### config.mk
export PLATFORM = sky130hd
export DESIGN_NAME = lcd_i2c_top
export DESIGN_NICKNAME = d
export VERILOG_FILES = /design/src/verilog/lcd_i2c_pkg.sv /design/src/verilog/lcd_write_queue.sv /design/src/verilog/scl_tick_gen.sv /design/src/verilog/i2c_byte_master.sv /design/src/verilog/lcd_i2c_top.sv
export SDC_FILE = /design/constraint.sdc
export NUM_CORES = 1
export LEC_CHECK = 0
export ABC_AREA = 0
export BUFFER_PORTS_ARGS = -buffer_cell sky130_fd_sc_hd__buf_2
export CAP_MARGIN = 20
export CORE_ASPECT_RATIO = 0.5
export CORE_MARGIN = 1.5
export CORE_UTILIZATION = 35
export CTS_BUF_LIST = sky130_fd_sc_hd__clkbuf_2 sky130_fd_sc_hd__clkbuf_4 sky130_fd_sc_hd__clkbuf_8
export DETAILED_ROUTE_END_ITERATION = 12
export PLACE_DENSITY = 0.51
export REMOVE_ABC_BUFFERS = 1
export SLEW_MARGIN = 20
export SYNTH_ARGS = -nofsm -noshare
export SYNTH_HDL_FRONTEND = slang
export SYNTH_SLANG_ARGS = --single-unit
### constraint.sdc
create_clock -name clk -period 6 [get_ports clk]
set_input_delay 1.2 -clock clk [delete_from_list [all_inputs] [get_ports clk]]
set_output_delay 1.2 -clock clk [all_outputs]
set_load 0.01 [all_outputs]
### src/verilog/lcd_i2c_pkg.sv
`default_nettype none

// Shared definitions for the LCD I2C link
package lcd_i2c_pkg;

    // Width of one display value as written by the display controller
    localparam int LCD_DATA_W = 6;

    // Width of one byte on the I2C bus
    localparam int I2C_BYTE_W = 8;

    // Zero bits appended below the display value to fill a bus byte
    localparam int PAD_W = I2C_BYTE_W - LCD_DATA_W;

    // Bus FSM states, in the order a transaction walks through them
    typedef enum logic [2:0] {
        OFF   = 3'd0,   // Bus idle, SCL and SDA high
        START = 3'd1,   // START condition
        SEND  = 3'd2,   // Eight data bits, MSB first
        ACK   = 3'd3,   // SDA released, slave acknowledge sampled
        STOP  = 3'd4    // STOP condition
    } i2c_state_e;

endpackage

`default_nettype wire

### src/verilog/lcd_write_queue.sv
`default_nettype none
`timescale 1ns/10ps

module lcd_write_queue #(
    parameter int QUEUE_DEPTH     = 4,   // Must be a power of two
    parameter int BYTES_PER_TRANS = 2
) (
    input  logic                                clk,
    input  logic                                rst,
    input  logic                                wr_i,
    input  logic [lcd_i2c_pkg::LCD_DATA_W-1:0]  wr_data_i,
    input  logic                                master_busy_i,
    input  logic                                next_pulse_i,
    input  logic                                trans_done_i,
    output logic                                full_o,
    output logic                                start_req_o,
    output logic [lcd_i2c_pkg::LCD_DATA_W-1:0]  tx_data_o
);

    localparam int PTR_W = $clog2(QUEUE_DEPTH);
    localparam int CNT_W = PTR_W + 1;
    localparam int POP_W = $clog2(BYTES_PER_TRANS + 1);

    logic [lcd_i2c_pkg::LCD_DATA_W-1:0] mem [QUEUE_DEPTH];

    logic [PTR_W-1:0] wr_ptr_q;
    logic [PTR_W-1:0] rd_ptr_q;
    logic [CNT_W-1:0] count_q;
    logic [POP_W-1:0] pop_cnt_q;        // Bytes popped in the running transaction
    logic             wr_accept;
    logic [CNT_W-1:0] pop_amount;

    assign full_o    = (count_q == CNT_W'(QUEUE_DEPTH));
    assign wr_accept = wr_i && !full_o;    // Writes while full are lost
    assign tx_data_o = mem[rd_ptr_q];

    // A whole transaction must be waiting before the master is started.
    // The done pulse is masked so a stale count is never seen on the
    // cycle the master returns to idle.
    assign start_req_o = (count_q >= CNT_W'(BYTES_PER_TRANS))
                         && !master_busy_i
                         && !trans_done_i;

    always_comb begin
        pop_amount = '0;
        if (next_pulse_i) begin
            pop_amount = CNT_W'(1);            // Head taken by the master
        end else if (trans_done_i) begin
            // Zero after a clean transaction, the unsent rest after a NACK
            pop_amount = CNT_W'(BYTES_PER_TRANS) - CNT_W'(pop_cnt_q);
        end
    end

    always_ff @(posedge clk or posedge rst) begin
        if (rst) begin
            wr_ptr_q  <= '0;
            rd_ptr_q  <= '0;
            count_q   <= '0;
            pop_cnt_q <= '0;
        end else begin
            if (wr_accept) begin
                wr_ptr_q <= wr_ptr_q + 1'b1;
            end
            rd_ptr_q <= rd_ptr_q + PTR_W'(pop_amount);   // Wraps with the buffer
            count_q  <= count_q + CNT_W'(wr_accept) - pop_amount;
            if (trans_done_i) begin
                pop_cnt_q <= '0;
            end else if (next_pulse_i) begin
                pop_cnt_q <= pop_cnt_q + 1'b1;
            end
        end
    end

    // Storage
    always_ff @(posedge clk) begin
        if (wr_accept) begin
            mem[wr_ptr_q] <= wr_data_i;
        end
    end

endmodule

`default_nettype wire

### src/verilog/scl_tick_gen.sv
`default_nettype none
`timescale 1ns/10ps

module scl_tick_gen #(
    parameter int TICK_DIV = 512   // clk cycles per bus tick
) (
    input  logic clk,
    input  logic rst,
    output logic tick_o
);

    localparam int CNT_W = (TICK_DIV > 1) ? $clog2(TICK_DIV) : 1;

    logic [CNT_W-1:0] count_q;

    // Free running divider, tick_o is high for one clk on each wrap
    always_ff @(posedge clk or posedge rst) begin
        if (rst) begin
            count_q <= '0;
            tick_o  <= 1'b0;
        end else if (count_q == CNT_W'(TICK_DIV - 1)) begin
            count_q <= '0;
            tick_o  <= 1'b1;
        end else begin
            count_q <= count_q + 1'b1;
            tick_o  <= 1'b0;
        end
    end

endmodule

`default_nettype wire

### src/verilog/i2c_byte_master.sv
`default_nettype none
`timescale 1ns/10ps

module i2c_byte_master #(
    parameter int BYTES_PER_TRANS = 2
) (
    input  logic                                clk,
    input  logic                                rst,
    input  logic                                tick_i,
    input  logic                                start_req_i,
    input  logic [lcd_i2c_pkg::LCD_DATA_W-1:0]  tx_data_i,
    input  logic                                sda_i,
    output logic                                sda_o,
    output logic                                scl_o,
    output logic                                oeb_o,
    output logic                                busy_o,
    output logic                                next_pulse_o,
    output logic                                trans_done_o,
    output logic                                comms_error_o
);

    localparam int BYTE_W      = lcd_i2c_pkg::I2C_BYTE_W;
    localparam int START_STEPS = 4;
    localparam int SEND_STEPS  = BYTE_W * 4;    // Four ticks per bit
    localparam int ACK_STEPS   = 5;
    localparam int STOP_STEPS  = 4;
    localparam int STEP_W      = $clog2(SEND_STEPS);
    localparam int BCNT_W      = $clog2(BYTES_PER_TRANS + 1);

    lcd_i2c_pkg::i2c_state_e state_q;
    lcd_i2c_pkg::i2c_state_e state_n;

    logic [STEP_W-1:0] step_q;        // Tick count inside the current phase
    logic [STEP_W-1:0] step_n;
    logic [BYTE_W-1:0] shreg_q;       // Byte being shifted out, MSB first
    logic [BYTE_W-1:0] shreg_n;
    logic [BCNT_W-1:0] byte_cnt_q;    // Bytes loaded in this transaction
    logic [BCNT_W-1:0] byte_cnt_n;
    logic              ack_q;
    logic              ack_n;
    logic              sda_n;
    logic              scl_n;
    logic              oeb_n;
    logic              load_byte;     // Head entry taken into the shift register
    logic              err_n;
    logic              done_n;

    assign busy_o = (state_q != lcd_i2c_pkg::OFF);

    always_comb begin
        state_n    = state_q;
        step_n     = step_q;
        shreg_n    = shreg_q;
        byte_cnt_n = byte_cnt_q;
        ack_n      = ack_q;
        sda_n      = sda_o;
        scl_n      = scl_o;
        oeb_n      = oeb_o;
        load_byte  = 1'b0;
        err_n      = 1'b0;
        done_n     = 1'b0;

        if (tick_i) begin
            step_n = step_q + 1'b1;
            case (state_q)
                lcd_i2c_pkg::OFF: begin
                    sda_n  = 1'b1;             // Idle bus
                    scl_n  = 1'b1;
                    step_n = '0;
                    if (start_req_i) begin
                        state_n    = lcd_i2c_pkg::START;
                        byte_cnt_n = '0;
                    end
                end
                lcd_i2c_pkg::START: begin
                    ack_n = 1'b0;
                    case (step_q[1:0])
                        2'd0: sda_n = 1'b1;
                        2'd1: begin
                            sda_n = 1'b1;
                            scl_n = 1'b1;
                        end
                        2'd2: sda_n = 1'b0;    // SDA falls while SCL high
                        default: scl_n = 1'b0;
                    endcase
                    if (step_q == STEP_W'(START_STEPS - 1)) begin
                        state_n    = lcd_i2c_pkg::SEND;
                        step_n     = '0;
                        shreg_n    = {tx_data_i, {lcd_i2c_pkg::PAD_W{1'b0}}};
                        load_byte  = 1'b1;
                        byte_cnt_n = byte_cnt_q + 1'b1;
                    end
                end
                lcd_i2c_pkg::SEND: begin
                    if (step_q[1:0] == 2'd0) begin
                        sda_n   = shreg_q[BYTE_W-1];   // Data moves only with SCL low
                        shreg_n = shreg_q << 1;
                        scl_n   = 1'b0;
                    end else if (step_q[1:0] == 2'd3) begin
                        scl_n = 1'b0;
                    end else begin
                        scl_n = 1'b1;
                    end
                    if (step_q == STEP_W'(SEND_STEPS - 1)) begin
                        state_n = lcd_i2c_pkg::ACK;
                        step_n  = '0;
                    end
                end
                lcd_i2c_pkg::ACK: begin
                    oeb_n = 1'b1;                      // Slave owns SDA
                    if (scl_o && !sda_i) begin
                        ack_n = 1'b1;                  // Acknowledge is SDA low
                    end
                    scl_n = (step_q == STEP_W'(1)) || (step_q == STEP_W'(2));
                    if (step_q == STEP_W'(ACK_STEPS - 1)) begin
                        oeb_n  = 1'b0;
                        ack_n  = 1'b0;
                        step_n = '0;
                        if (ack_q && (byte_cnt_q < BCNT_W'(BYTES_PER_TRANS))) begin
                            state_n    = lcd_i2c_pkg::SEND;
                            shreg_n    = {tx_data_i, {lcd_i2c_pkg::PAD_W{1'b0}}};
                            load_byte  = 1'b1;
                            byte_cnt_n = byte_cnt_q + 1'b1;
                        end else begin
                            state_n = lcd_i2c_pkg::STOP;
                            err_n   = !ack_q;          // NACK cuts the transaction short
                        end
                    end
                end
                lcd_i2c_pkg::STOP: begin
                    case (step_q[1:0])
                        2'd0, 2'd1: begin
                            sda_n = 1'b0;
                            scl_n = 1'b0;
                        end
                        2'd2: scl_n = 1'b1;
                        default: sda_n = 1'b1;         // SDA rises while SCL high
                    endcase
                    if (step_q == STEP_W'(STOP_STEPS - 1)) begin
                        state_n = lcd_i2c_pkg::OFF;
                        step_n  = '0;
                        done_n  = 1'b1;
                    end
                end
                default: begin
                    state_n = lcd_i2c_pkg::OFF;
                    step_n  = '0;
                end
            endcase
        end
    end

    always_ff @(posedge clk or posedge rst) begin
        if (rst) begin
            state_q       <= lcd_i2c_pkg::OFF;
            step_q        <= '0;
            byte_cnt_q    <= '0;
            ack_q         <= 1'b0;
            sda_o         <= 1'b1;
            scl_o         <= 1'b1;
            oeb_o         <= 1'b0;
            next_pulse_o  <= 1'b0;
            trans_done_o  <= 1'b0;
            comms_error_o <= 1'b0;
        end else begin
            state_q       <= state_n;
            step_q        <= step_n;
            byte_cnt_q    <= byte_cnt_n;
            ack_q         <= ack_n;
            sda_o         <= sda_n;
            scl_o         <= scl_n;
            oeb_o         <= oeb_n;
            next_pulse_o  <= load_byte;    // Queue pops the cycle after the load
            trans_done_o  <= done_n;
            comms_error_o <= err_n;
        end
    end

    always_ff @(posedge clk) begin
        shreg_q <= shreg_n;
    end

endmodule

`default_nettype wire

### src/verilog/lcd_i2c_top.sv
`default_nettype none
`timescale 1ns/10ps

module lcd_i2c_top #(
    parameter int TICK_DIV        = 512,
    parameter int BYTES_PER_TRANS = 2,
    parameter int QUEUE_DEPTH     = 4
) (
    input  logic                                clk,
    input  logic                                rst,
    input  logic                                wr_i,
    input  logic [lcd_i2c_pkg::LCD_DATA_W-1:0]  wr_data_i,
    input  logic                                sda_i,
    output logic                                full_o,
    output logic                                busy_o,
    output logic                                comms_error_o,
    output logic                                sda_o,
    output logic                                scl_o,
    output logic                                oeb_o
);

    logic                               start_req;
    logic [lcd_i2c_pkg::LCD_DATA_W-1:0] tx_data;
    logic                               next_pulse;
    logic                               trans_done;
    logic                               tick;

    lcd_write_queue #(
        .QUEUE_DEPTH     (QUEUE_DEPTH),
        .BYTES_PER_TRANS (BYTES_PER_TRANS)
    ) u_queue (
        .clk           (clk),
        .rst           (rst),
        .wr_i          (wr_i),
        .wr_data_i     (wr_data_i),
        .master_busy_i (busy_o),      // Master idle gates the start request
        .next_pulse_i  (next_pulse),
        .trans_done_i  (trans_done),
        .full_o        (full_o),
        .start_req_o   (start_req),
        .tx_data_o     (tx_data)
    );

    scl_tick_gen #(
        .TICK_DIV (TICK_DIV)
    ) u_tick (
        .clk    (clk),
        .rst    (rst),
        .tick_o (tick)
    );

    i2c_byte_master #(
        .BYTES_PER_TRANS (BYTES_PER_TRANS)
    ) u_master (
        .clk           (clk),
        .rst           (rst),
        .tick_i        (tick),
        .start_req_i   (start_req),
        .tx_data_i     (tx_data),
        .sda_i         (sda_i),
        .sda_o         (sda_o),
        .scl_o         (scl_o),
        .oeb_o         (oeb_o),
        .busy_o        (busy_o),
        .next_pulse_o  (next_pulse),
        .trans_done_o  (trans_done),
        .comms_error_o (comms_error_o)
    );

endmodule

`default_nettype wire

# --- Word level (Yosys, flattened, before mapping) ---
# Memory sizes are Yosys's and may differ from the RTL's.
# Cells that the tools add are included.
# W data, S select, Z words.
op_classes:
  addsub: 9
  magnitude_cmp: 2
  n_eq_ne: 26
  mux: 53
  reduce_logical: 30
op_table:
  columns: ["cell", "n"]
  rows:
  - ["$mux W8", 4]
  - ["$mux W3", 8]
  - ["$pmux W8 S3", 1]
  - ["$mux W1", 19]
  - ["$reduce_and A6 Y1", 3]
  - ["$mux W5", 3]
  - ["$pmux W3 S5", 1]
  - ["$pmux W5 S3", 1]
  - ["$mux W2", 6]
  - ["$ne A2 B1 Y1 const B", 6]
  - ["$pmux W1 S2", 6]
  - ["$eq A5 B2 Y1 const B", 2]
  - ["$add A9 B1 Y9 const B", 1]
  - ["$eq A9 B9 Y1 const B", 1]
  - ["$mux W9", 1]
  - ["$reduce_bool A3 Y1", 3]
  - ["$add A2 B1 Y2 const B", 3]
  - ["$eq A3 B2 Y1 const B", 2]
  - ["$eq A3 B3 Y1 const B", 2]
  - ["$ne A2 B2 Y1 const B", 3]
  - ["$pmux W2 S3", 1]
  - ["$reduce_or A2 Y1", 3]
  - ["$add A5 B1 Y5 const B", 1]
  - ["$eq A5 B1 Y1 const B", 1]
  - ["28 further kinds", 38]
totals:
  reg_bits: 44
  ramBits: 24
  in_bits: 10
  output_inout_bits: 6
  elab_cells: 138
  mem_count: 1
mem_list:
  columns: ["memory", "words", "width", "rd", "rd_ports_with_merged_regs", "wr", "line_no", "source"]
  rows:
  - ["u_queue.mem", 4, 6, 1, 0, 1, "lcd_write_queue.sv:24", "logic [lcd_i2c_pkg::LCD_DATA_W-1:0] mem [QUEUE_DEPTH];"]

# --- Depth between registers and ports, before layout ---
# Gate-level depths: netlist of the first run.
depth:
  word_depth: 6
  depth_mapped: 9
  depth_no_buf: 9

# --- By module ---
# Synthesis of the first run repeated with hierarchy kept, for this count alone.
hier_totals:
  hier_cells: 272
  hier_area_um2: 3291.9
modules_own_cells:
  columns: ["mod", "n_inst", "cells_each", "area_each_um2", "seq_area_each_um2"]
  rows:
  - ["i2c_byte_master", 1, 154, 1432.6, 608.1]
  - ["lcd_write_queue", 1, 79, 1428.9, 945.9]
  - ["scl_tick_gen", 1, 39, 430.4, 250.2]

# --- Worst setup path before layout of the first run ---
# OpenSTA, ideal clock, no wires.
synth_path:
  kind: "input-to-reg"
  start: "input port wr_i"
  end: "register u_queue.count_q[2]"
  setup_ps: 80
  arrival_ps: 2531
  slack_ps: 3389
  path_stages: 8
  cell_sequence: "nor2b_1 > clkbuf_1 > ha_1 > inv_1 > fa_1 > xnor2_1 > xnor2_1 > xnor2_1"
synth_via:
  elab_chain_len: 3
synth_lines:
  columns: ["item", "line_no", "source"]
  rows:
  - ["start, declared", "lcd_i2c_top.sv:11", "input logic wr_i,"]
  - ["$logic_and A1 B1 Y1", "lcd_write_queue.sv:34", "assign wr_accept = wr_i && !full_o;"]
  - ["net u_queue.wr_accept", "lcd_write_queue.sv:30", "logic wr_accept;"]
  - ["$add A3 B1 Y3", "lcd_write_queue.sv:65", "count_q <= count_q + CNT_W'(wr_accept) - pop_amount;"]
  - ["$sub A3 B3 Y3", "lcd_write_queue.sv:65", null]
  - ["end signal, assigned", "lcd_write_queue.sv:65", null]
  - ["end, declared", "lcd_write_queue.sv:28", "logic [CNT_W-1:0] count_q;"]
# The timed path passes the listed nets, and every way through them passes these cells.
# A chain may end at the register's enable or synchronous reset.

# --- Final worst setup path of the first run ---
layout_path:
  start: "register u_master.state_q[1]"
  end: "output port busy_o"
layout_via:
  elab_chain_len: 1
layout_lines:
  columns: ["item", "line_no", "source"]
  rows:
  - ["start, declared", "i2c_byte_master.sv:30", "lcd_i2c_pkg::i2c_state_e state_q;"]
  - ["start signal, assigned", "i2c_byte_master.sv:155", "state_q <= lcd_i2c_pkg::OFF;"]
  - ["start signal, assigned", "i2c_byte_master.sv:166", "state_q <= state_n;"]
  - ["$reduce_bool A3 Y1", "i2c_byte_master.sv:48", "assign busy_o = (state_q != lcd_i2c_pkg::OFF);"]
  - ["end, declared", "lcd_i2c_top.sv:15", "output logic busy_o,"]
# No other way between the ends.

==> results of run 1 <==
==> kinds of logic after synthesis <==
family	share of synthesized area, %
AND/OR/NAND/NOR	12.97
flip-flops	56.50
AO/OA/AOI/OAI	7.484
buffers and inverters	3.762
multiplexers	8.425
adder cells (fa/ha/maj)	7.288
XOR/XNOR	3.566
==> through the flow <==
stage / util (%) / worst slack, ps / cell area, µm² / cells / hold WS, ps
after floorplan: - / 3361 / 3133 / 243 / 423.9
after global placement: 38.34 / 3196 / 3362 / 376 / 437.3
after detailed placement: 38.34 / 3136 / 3362 / 376 / 451.5
after CTS: 40.85 / 3263 / 3582 / 392 / 461.3
after global routing: 40.85 / 3146 / 3582 / 392 / 489.8
final: 40.85 / 3286 / 3582 / 392 / 456.2
==> power breakdown <==
part           switching [µW]  internal [µW]  total, µW
registers                19.4            529        548
clock network             177            240        417
logic                    83.3           65.8        149
==> layout by cell type (no fill, tap or decap), types with 2 or more instances in the layout <==
| master | count |
|---|---|
| xor2_1 | 4 |
| mux2_2 | 7 |
| and3_1 | 5 |
| a21o_1 | 2 |
| buf_2 | 15 |
| nand2b_1 | 4 |
| inv_1 | 16 |
| ha_1 | 17 |
| inv_6 | 2 |
| xnor2_1 | 9 |
| dfrtp_1 | 34 |
| edfxtp_1 | 30 |
| bufinv_16 | 2 |
| nand3_1 | 11 |
| nor2b_1 | 5 |
| a31oi_1 | 4 |
| clkbuf_8 | 9 |
| o21ai_0 | 9 |
| mux4_2 | 6 |
| a21oi_1 | 10 |
| nor3_1 | 2 |
| o21a_1 | 2 |
| mux2i_1 | 4 |
| and2_1 | 4 |
| nand2_1 | 11 |
| o22ai_1 | 3 |
| nor2_1 | 17 |
| dfstp_2 | 2 |
==> sequential cells by signal, indices dropped and copies added (netlist names), 2 cells and up <==
register and flops:
u_queue.rd_ptr_q 2, u_queue.wr_ptr_q 2, u_queue.pop_cnt_q 2, u_queue.count_q 3, u_master.step_q 5, u_master.byte_cnt_q 2, u_master.shreg_q 6, u_tick.count_q 9
u_queue.mem 24, u_master.state_q 3
==> how the worst max path moves through the flow <==
stage,start,endpoint,slack (ps),cells after the start
6_report,u_master.state_q[1]$_DFFE_PP0P_,busy_o,3290,3
5_1_grt,u_master.state_q[1]$_DFFE_PP0P_,busy_o,3150,3
4_1_cts,u_master.state_q[1]$_DFFE_PP0P_,busy_o,3260,3
3_5_place_dp,wr_i,u_queue.count_q[2]$_DFF_PP0_,3140,8
3_3_place_gp,wr_i,u_queue.count_q[2]$_DFF_PP0_,3200,8
2_1_floorplan,wr_i,u_queue.count_q[2]$_DFF_PP0_,3360,7
==> final cells by class <==
class                           instances  area, µm²  share of cell area, %
Multi-Input combinational cell        161       1269                  35.42
Sequential cell                        66       1804                  50.37
Clock buffer                           10      131.4                  3.667
Timing Repair Buffer                   16      82.58                  2.305
Inverter                               16      60.06                  1.677
Tap cell                              117      146.4                  4.087
Clock inverter                          6      88.84                  2.480
==> metal layers <==
metal | GRT usage, % | vias up | wire, µm
met5 | 0 | - | 0
met1 | 16.68 | 925 | 2844
li1 | - | 947 | -
met2 | 19.90 | 48 | 2483
met4 | 4.561 | 0 | 52
met3 | 5.958 | 6 | 343
==> impl_results.md, run 1 <==
- Initial antenna violation count: 0
- Mapped Cells: between 200 and 300
- Post CTS Setup Buffer Count: 0
- Largest area contributor in the netlist: edfxtp_1
- CTS Root Cell: clkbuf_8
- FF-to-FF setup slack: ~3400 ps
- Die area: slightly below 10000 µm²
- Total number of vias: 1926
- Lkg Pwr: about 0.0015 µW
- Initial DRC count: roughly 140
- Ys flop type: dfrtp_1
- Worst Setup Start Kind: register
- Reg clk slew, reported paths: ~70 ps
- Commonest cells in the synthesized netlist: dfrtp_1, edfxtp_1, ha_1, nor2_1, inv_1
- CP bufs+invs: 1
- Vias in the first global route: 1962
- Worst-Margin Slew: between 600 and 700 ps
- Port Buf Inserts: 15
- CTS Hold Bufs: 0
- # IOs: 16
- Wire per inst: around 15 µm
- Longest Clk Path Bufs: 2
- Pwr per Cell Area: between 300 and 400 nW/µm²
- Antenna-violating nets left: 0
- # diodes: 0
- Pin count of the biggest net entering global routing: 37
- Min-Delay Endpoint: u_tick.count_q[0]$_DFF_PP0_
- Vias per inst: between 4 and 5
- RSZ-0062 raised after global routing: no
- DRC: 0
- Die W: 138.1 µm
- Reg2Reg Depth: 8
- Hold Crit Start: u_tick.count_q[0]$_DFF_PP0_
- GRT Overall Usage: a little over an eighth
- Req. time, crit path: ~4800 ps
- Critical path peak fanout: 22
- Max_cap viols: 0
- Syn avg cell area: 12.47 µm²
- Tot Pwr: between 1000 and 1500 µW
- CP Capture Type: output pin
- Total gr overflow: 0
- Post_cts resized: 0
- Site row count: 24
- Final nets: slightly below 300
- Die Y: about 71 µm
- Mapped cell area: ~3200 µm²
- Hold Path Cell Cnt: 1
- Period Utilization, post-route: 45.23%
- Cts bufs inserted: 9
- Setup violators final: 0
- Initial Utilization: a little over a third
- Num Clock Sinks: 66
- Max frequency: between 0.3 and 0.4 GHz
- Clk Latency, worst-skew pair: 350 ps
- Max-slew headroom: approximately 57%
- Setup TNS: 0 ps
- H-Tree Depth: 3
- CP Cell Sequence: nor2_1 -> nand2_1 -> buf_2
- Synth unique cells: 53
- Synth Register Bits: 66
- Min Tclk post-route: around 2700 ps
- WS Path Type: register to output pin
- DRT Wirelength: approximately 5700 µm
- Share of the synthesized area in the top cell type: ~28%
- Synth top area cells: edfxtp_1, dfrtp_1, ha_1
- Register area share after synthesis: 56.50%
- VDD IR-drop max: between 200 and 250 µV
- CP arrival: around 1500 ps
- Worst r2r src: u_queue.pop_cnt_q[0]$_DFFE_PP0P_
- Worst Clk Skew: ~5 ps
- Core area: about 8800 µm²
- FF-to-FF End: u_queue.count_q[2]$_DFF_PP0_
- HP Class: register to register
- Estimated wirelength of the detail-placed design: 4002 µm
- Routability congestion estimate: a little under 0.8
- Status: completed
- Post-synth ARST share: between 50% and 60%
- Area delta synth->final: 12.19%
- Top-count cell post-synth: dfrtp_1
- Largest stage delay on the critical path: about 730 ps
- DR pass1 iterations: 4
- First-pass GRT wire length: 9694 µm
- CP max stage cell: dfrtp_1
- Fin. max-slew vios: 0
- Post-synth EDFFs: 30
- Hold Vio Cnt, Final: 0
- CTS tree: yes
- CP top delay family: flip-flops
- Share of post-route cells with drive strength above 1: 19.27%
- YS warnings: 0
- Filler instances: about 850
(Power assumes the default switching activity.)
==> run 2: changes to the inputs <==
==> constraint.sdc (replaced) <==
create_clock -name clk -period 2.75 [get_ports clk]
set_input_delay 0.55 -clock clk [delete_from_list [all_inputs] [get_ports clk]]
set_output_delay 0.55 -clock clk [all_outputs]
set_load 0.01 [all_outputs]
==> run 2 against run 1 <==
  * Combinational power is 110% higher
  * Sequential share of layout area is 0.088 points higher
  * Register-to-register slack worse by 3200 ps
  * Core utilization is 0.071 points lower
  * Worst setup slack worse by 3100 ps
  * Largest power group unchanged
  * Non-clock buffer count is 2 higher
  * Cell count is 0.51% higher
  * First-iteration DRC count is 22% lower
  * Wire length is 1.2% lower
  * Critical endpoint is now u_queue.count_q[2]$_DFF_PP0_
  * Final area is 0.17% lower
==> impl_results.md, run 2 (synthesis results as in run 1) <==
- Port Buf Inserts: 15 (unchanged)
- # diodes: 0 (unchanged)
- Post-Place Worst Slack: 206.4 ps (-2929 ps)
- Initial DRC count: 112 (-22%)
- VDD IR-drop max: 347.4 µV (+57%)
- Largest regs: u_queue.mem (24), u_tick.count_q (9), u_master.shreg_q (6)
- CP max stage cell: or3b_2
- Period Utilization, post-route: 93.04%
- Total number of vias: 1891 (-1.8%)
- Post_cts resized: 0 (unchanged)
- Vias per inst: 4.799 (-2.3%)
- Critical path peak fanout: 3 (-86%)
- Status: completed
- Pwr per Cell Area: 650.9 nW/µm² (+110%)
- Routability congestion estimate: 0.8134 (+5.6%)
- Lkg Pwr: 0.001486 µW (-0.10%)
- Max frequency: roughly 0.4 GHz
- Initial Utilization: 36.42% (unchanged)
- Longest Clk Path Bufs: 2 (unchanged)
- Cell mode on critical path: xnor2_1
- Die W: 138.1 µm (unchanged)
- Met3 global-route usage: 5.619% (-0.34 points)
- Largest stage delay on the critical path: 510 ps (-220 ps)
- Multi-input logic area: 1269 µm² (unchanged)
- Sequential Area: 1804 µm² (unchanged)
- Core area: 8768 µm² (unchanged)
- WS Path Type: register to register
- Area delta synth->final: 11.99%
- Req. time, crit path: 3030 ps (-1770 ps)
- Number of flip-flops in the largest register: 24 (unchanged)
- CTS Root Cell: clkbuf_8
- Pin count of the biggest net entering global routing: 37 (unchanged)
- Fin. max-slew vios: 0 (unchanged)
- Reg power frac: 51.4% (+2.2 points)
- Dpl cells: 378 (+0.53%)
- DRT Wirelength: 5655 µm (-1.2%)
- Worst Setup Start Kind: register
- Initial antenna violation count: 0 (unchanged)
- CP arrival: 2840 ps (+1330 ps)
- CTS tree: yes
- Most frequent cells in the layout: dfrtp_1, edfxtp_1, nor2_1, ha_1, inv_1
- Die Y: 70.54 µm (unchanged)
- # IOs: 16 (unchanged)
- Final non-filler cell total: 394 (+0.51%)
- Vias in the first global route: 1943 (-0.97%)
- Clock share of power: 34.9% (-2.5 points)
- H-Tree Depth: 3 (unchanged)
- Die area: 9740 µm² (unchanged)
- Internal power: 1728 µW (+110%)
- Filler instances: 843 (-1.1%)
- CP Cell Sequence: ha_1 -> or3b_2 -> ha_1 -> inv_1 -> fa_1 -> xnor2_1 -> xnor2_1 -> xnor2_1
- Clk Latency, worst-skew pair: 350 ps (about the same)
- DRC: 0 (unchanged)
- Min Tclk post-route: 2559 ps
- Max-slew headroom: 59.24% (+2.6 points)
- Most Crowded Layer GR: met2
- Post CTS Setup Buffer Count: 0 (unchanged)
- RSZ-0062 raised after global routing: no
- Switch Pwr: 599.7 µW (+110%)
- CTS Hold Bufs: 0 (unchanged)
- Final nets: 300 (+0.67%)
- Antenna-violating nets left: 0 (unchanged)
- Reg clk slew, reported paths: 70 ps (about the same)
- GRT Overall Usage: 13.44% (+0.36 points)
- Commonest non-fill, non-tap cell in the layout: dfrtp_1
- Setup TNS: 0 ps (unchanged)
- Tot Pwr: 2328 µW (+110%)
- Total gr overflow: 0 (unchanged)
- Estimated wirelength of the detail-placed design: 3934 µm (-1.7%)
- Share of post-route cells with drive strength above 1: 20.22% (+0.94 points)
- Final Core Density: 40.78% (-0.071 points)
- Met2 usage: 19.24% (-0.66 points)
- Cts bufs inserted: 9 (unchanged)
- DR pass1 iterations: 4 (unchanged)
- First-pass GRT wire length: 9949 µm (+2.6%)
- Switching part of the total power: 25.77% (+0.68 points)
- Fin worst setup slack: 191.3 ps (-3095 ps)
- Setup violators final: 0 (unchanged)
- Comb pwr share: 13.6% (+0.2 points)
- CP Capture Type: register
- Hold Vio Cnt, Final: 0 (unchanged)
- Max_cap viols: 0 (unchanged)
- Worst Clk Skew: 8.353 ps (+3.278 ps)
- Num Clock Sinks: 66 (unchanged)
- Met1 Use GR: 18.07% (+1.4 points)
- Worst-Margin Slew: 611.4 ps (-37.87 ps)
- Site row count: 24 (unchanged)
- HP Class: input port to async pin
- Biggest register: u_queue.mem
- Wire per inst: 14.35 µm (-1.7%)
run 2: cell count changes in the layout (fill, tap and decap cells not counted), sizes merged:
cell | previous run | this run
buf | 16 | 18
clkinv | 1 | 3
bufinv | 2 | 1
inv | 18 | 16
clkinvlp | 1 | 2
run 2: final timing paths:
check | startpoint | end | slack, ps | cells after the start
max in group asynchronous | rst | u_master.scl_o$_DFFE_PP1P_ | 2110 | 3
min in group clk | wr_data_i[0] | u_queue.mem[2][0]$_DFFE_PP_ | 410 | 1
worst min-delay path | rst | u_master.byte_cnt_q[1]$_DFFE_PP0P_ | 290 | 3
worst max register to register | u_queue.pop_cnt_q[0]$_DFFE_PP0P_ | u_queue.count_q[2]$_DFF_PP0_ | 190 | 8
worst min register to register | u_tick.count_q[0]$_DFF_PP0_ | u_tick.count_q[0]$_DFF_PP0_ | 460 | 1
worst max-delay path | u_queue.pop_cnt_q[0]$_DFFE_PP0P_ | u_queue.count_q[2]$_DFF_PP0_ | 190 | 8
run 2: power by group through the flow:
stage	logic [µW]	clock network (µW)	registers (µW)
3_3_place_gp	323	0	1210
6_report	317	813	1200
2_1_floorplan	250	0	1200
3_5_place_dp	329	0	1220
4_1_cts	331	844	1200
5_1_grt	386	907	1210
run 2: metal layers:
metal / vias to the layer above / wire length [µm]
met3: 8 / 215
met4: 0 / 96
met5: - / 0
met2: 27 / 2417
met1: 907 / 2925
li1: 949 / -
run 2: cell type report:
type | instances | share of cell area, %
multi-input cells | 161 | 35.48
flip-flops and latches | 66 | 50.45
inverters | 16 | 1.679
repair buffers | 18 | 2.729
clock inverters | 6 | 1.889
well taps | 117 | 4.094
clock buffers | 10 | 3.674
run 2: worst max-delay path: cells and delay by family (launching register included):
kind | cells | cell delay (ps)
flip-flops | 1 | 410
XOR/XNOR | 3 | 460
AND/OR/NAND/NOR | 1 | 510
adder cells (fa/ha/maj) | 3 | 1050
buffers and inverters | 1 | 50
run 2: metrics by stage:
stage	area (µm²)	hold slack, ps
final	3576	292.0
after global placement	3377	437.5
after detailed placement	3377	449.8
after floorplan	3133	423.9
after global routing	3576	316.3
after CTS	3576	297.6
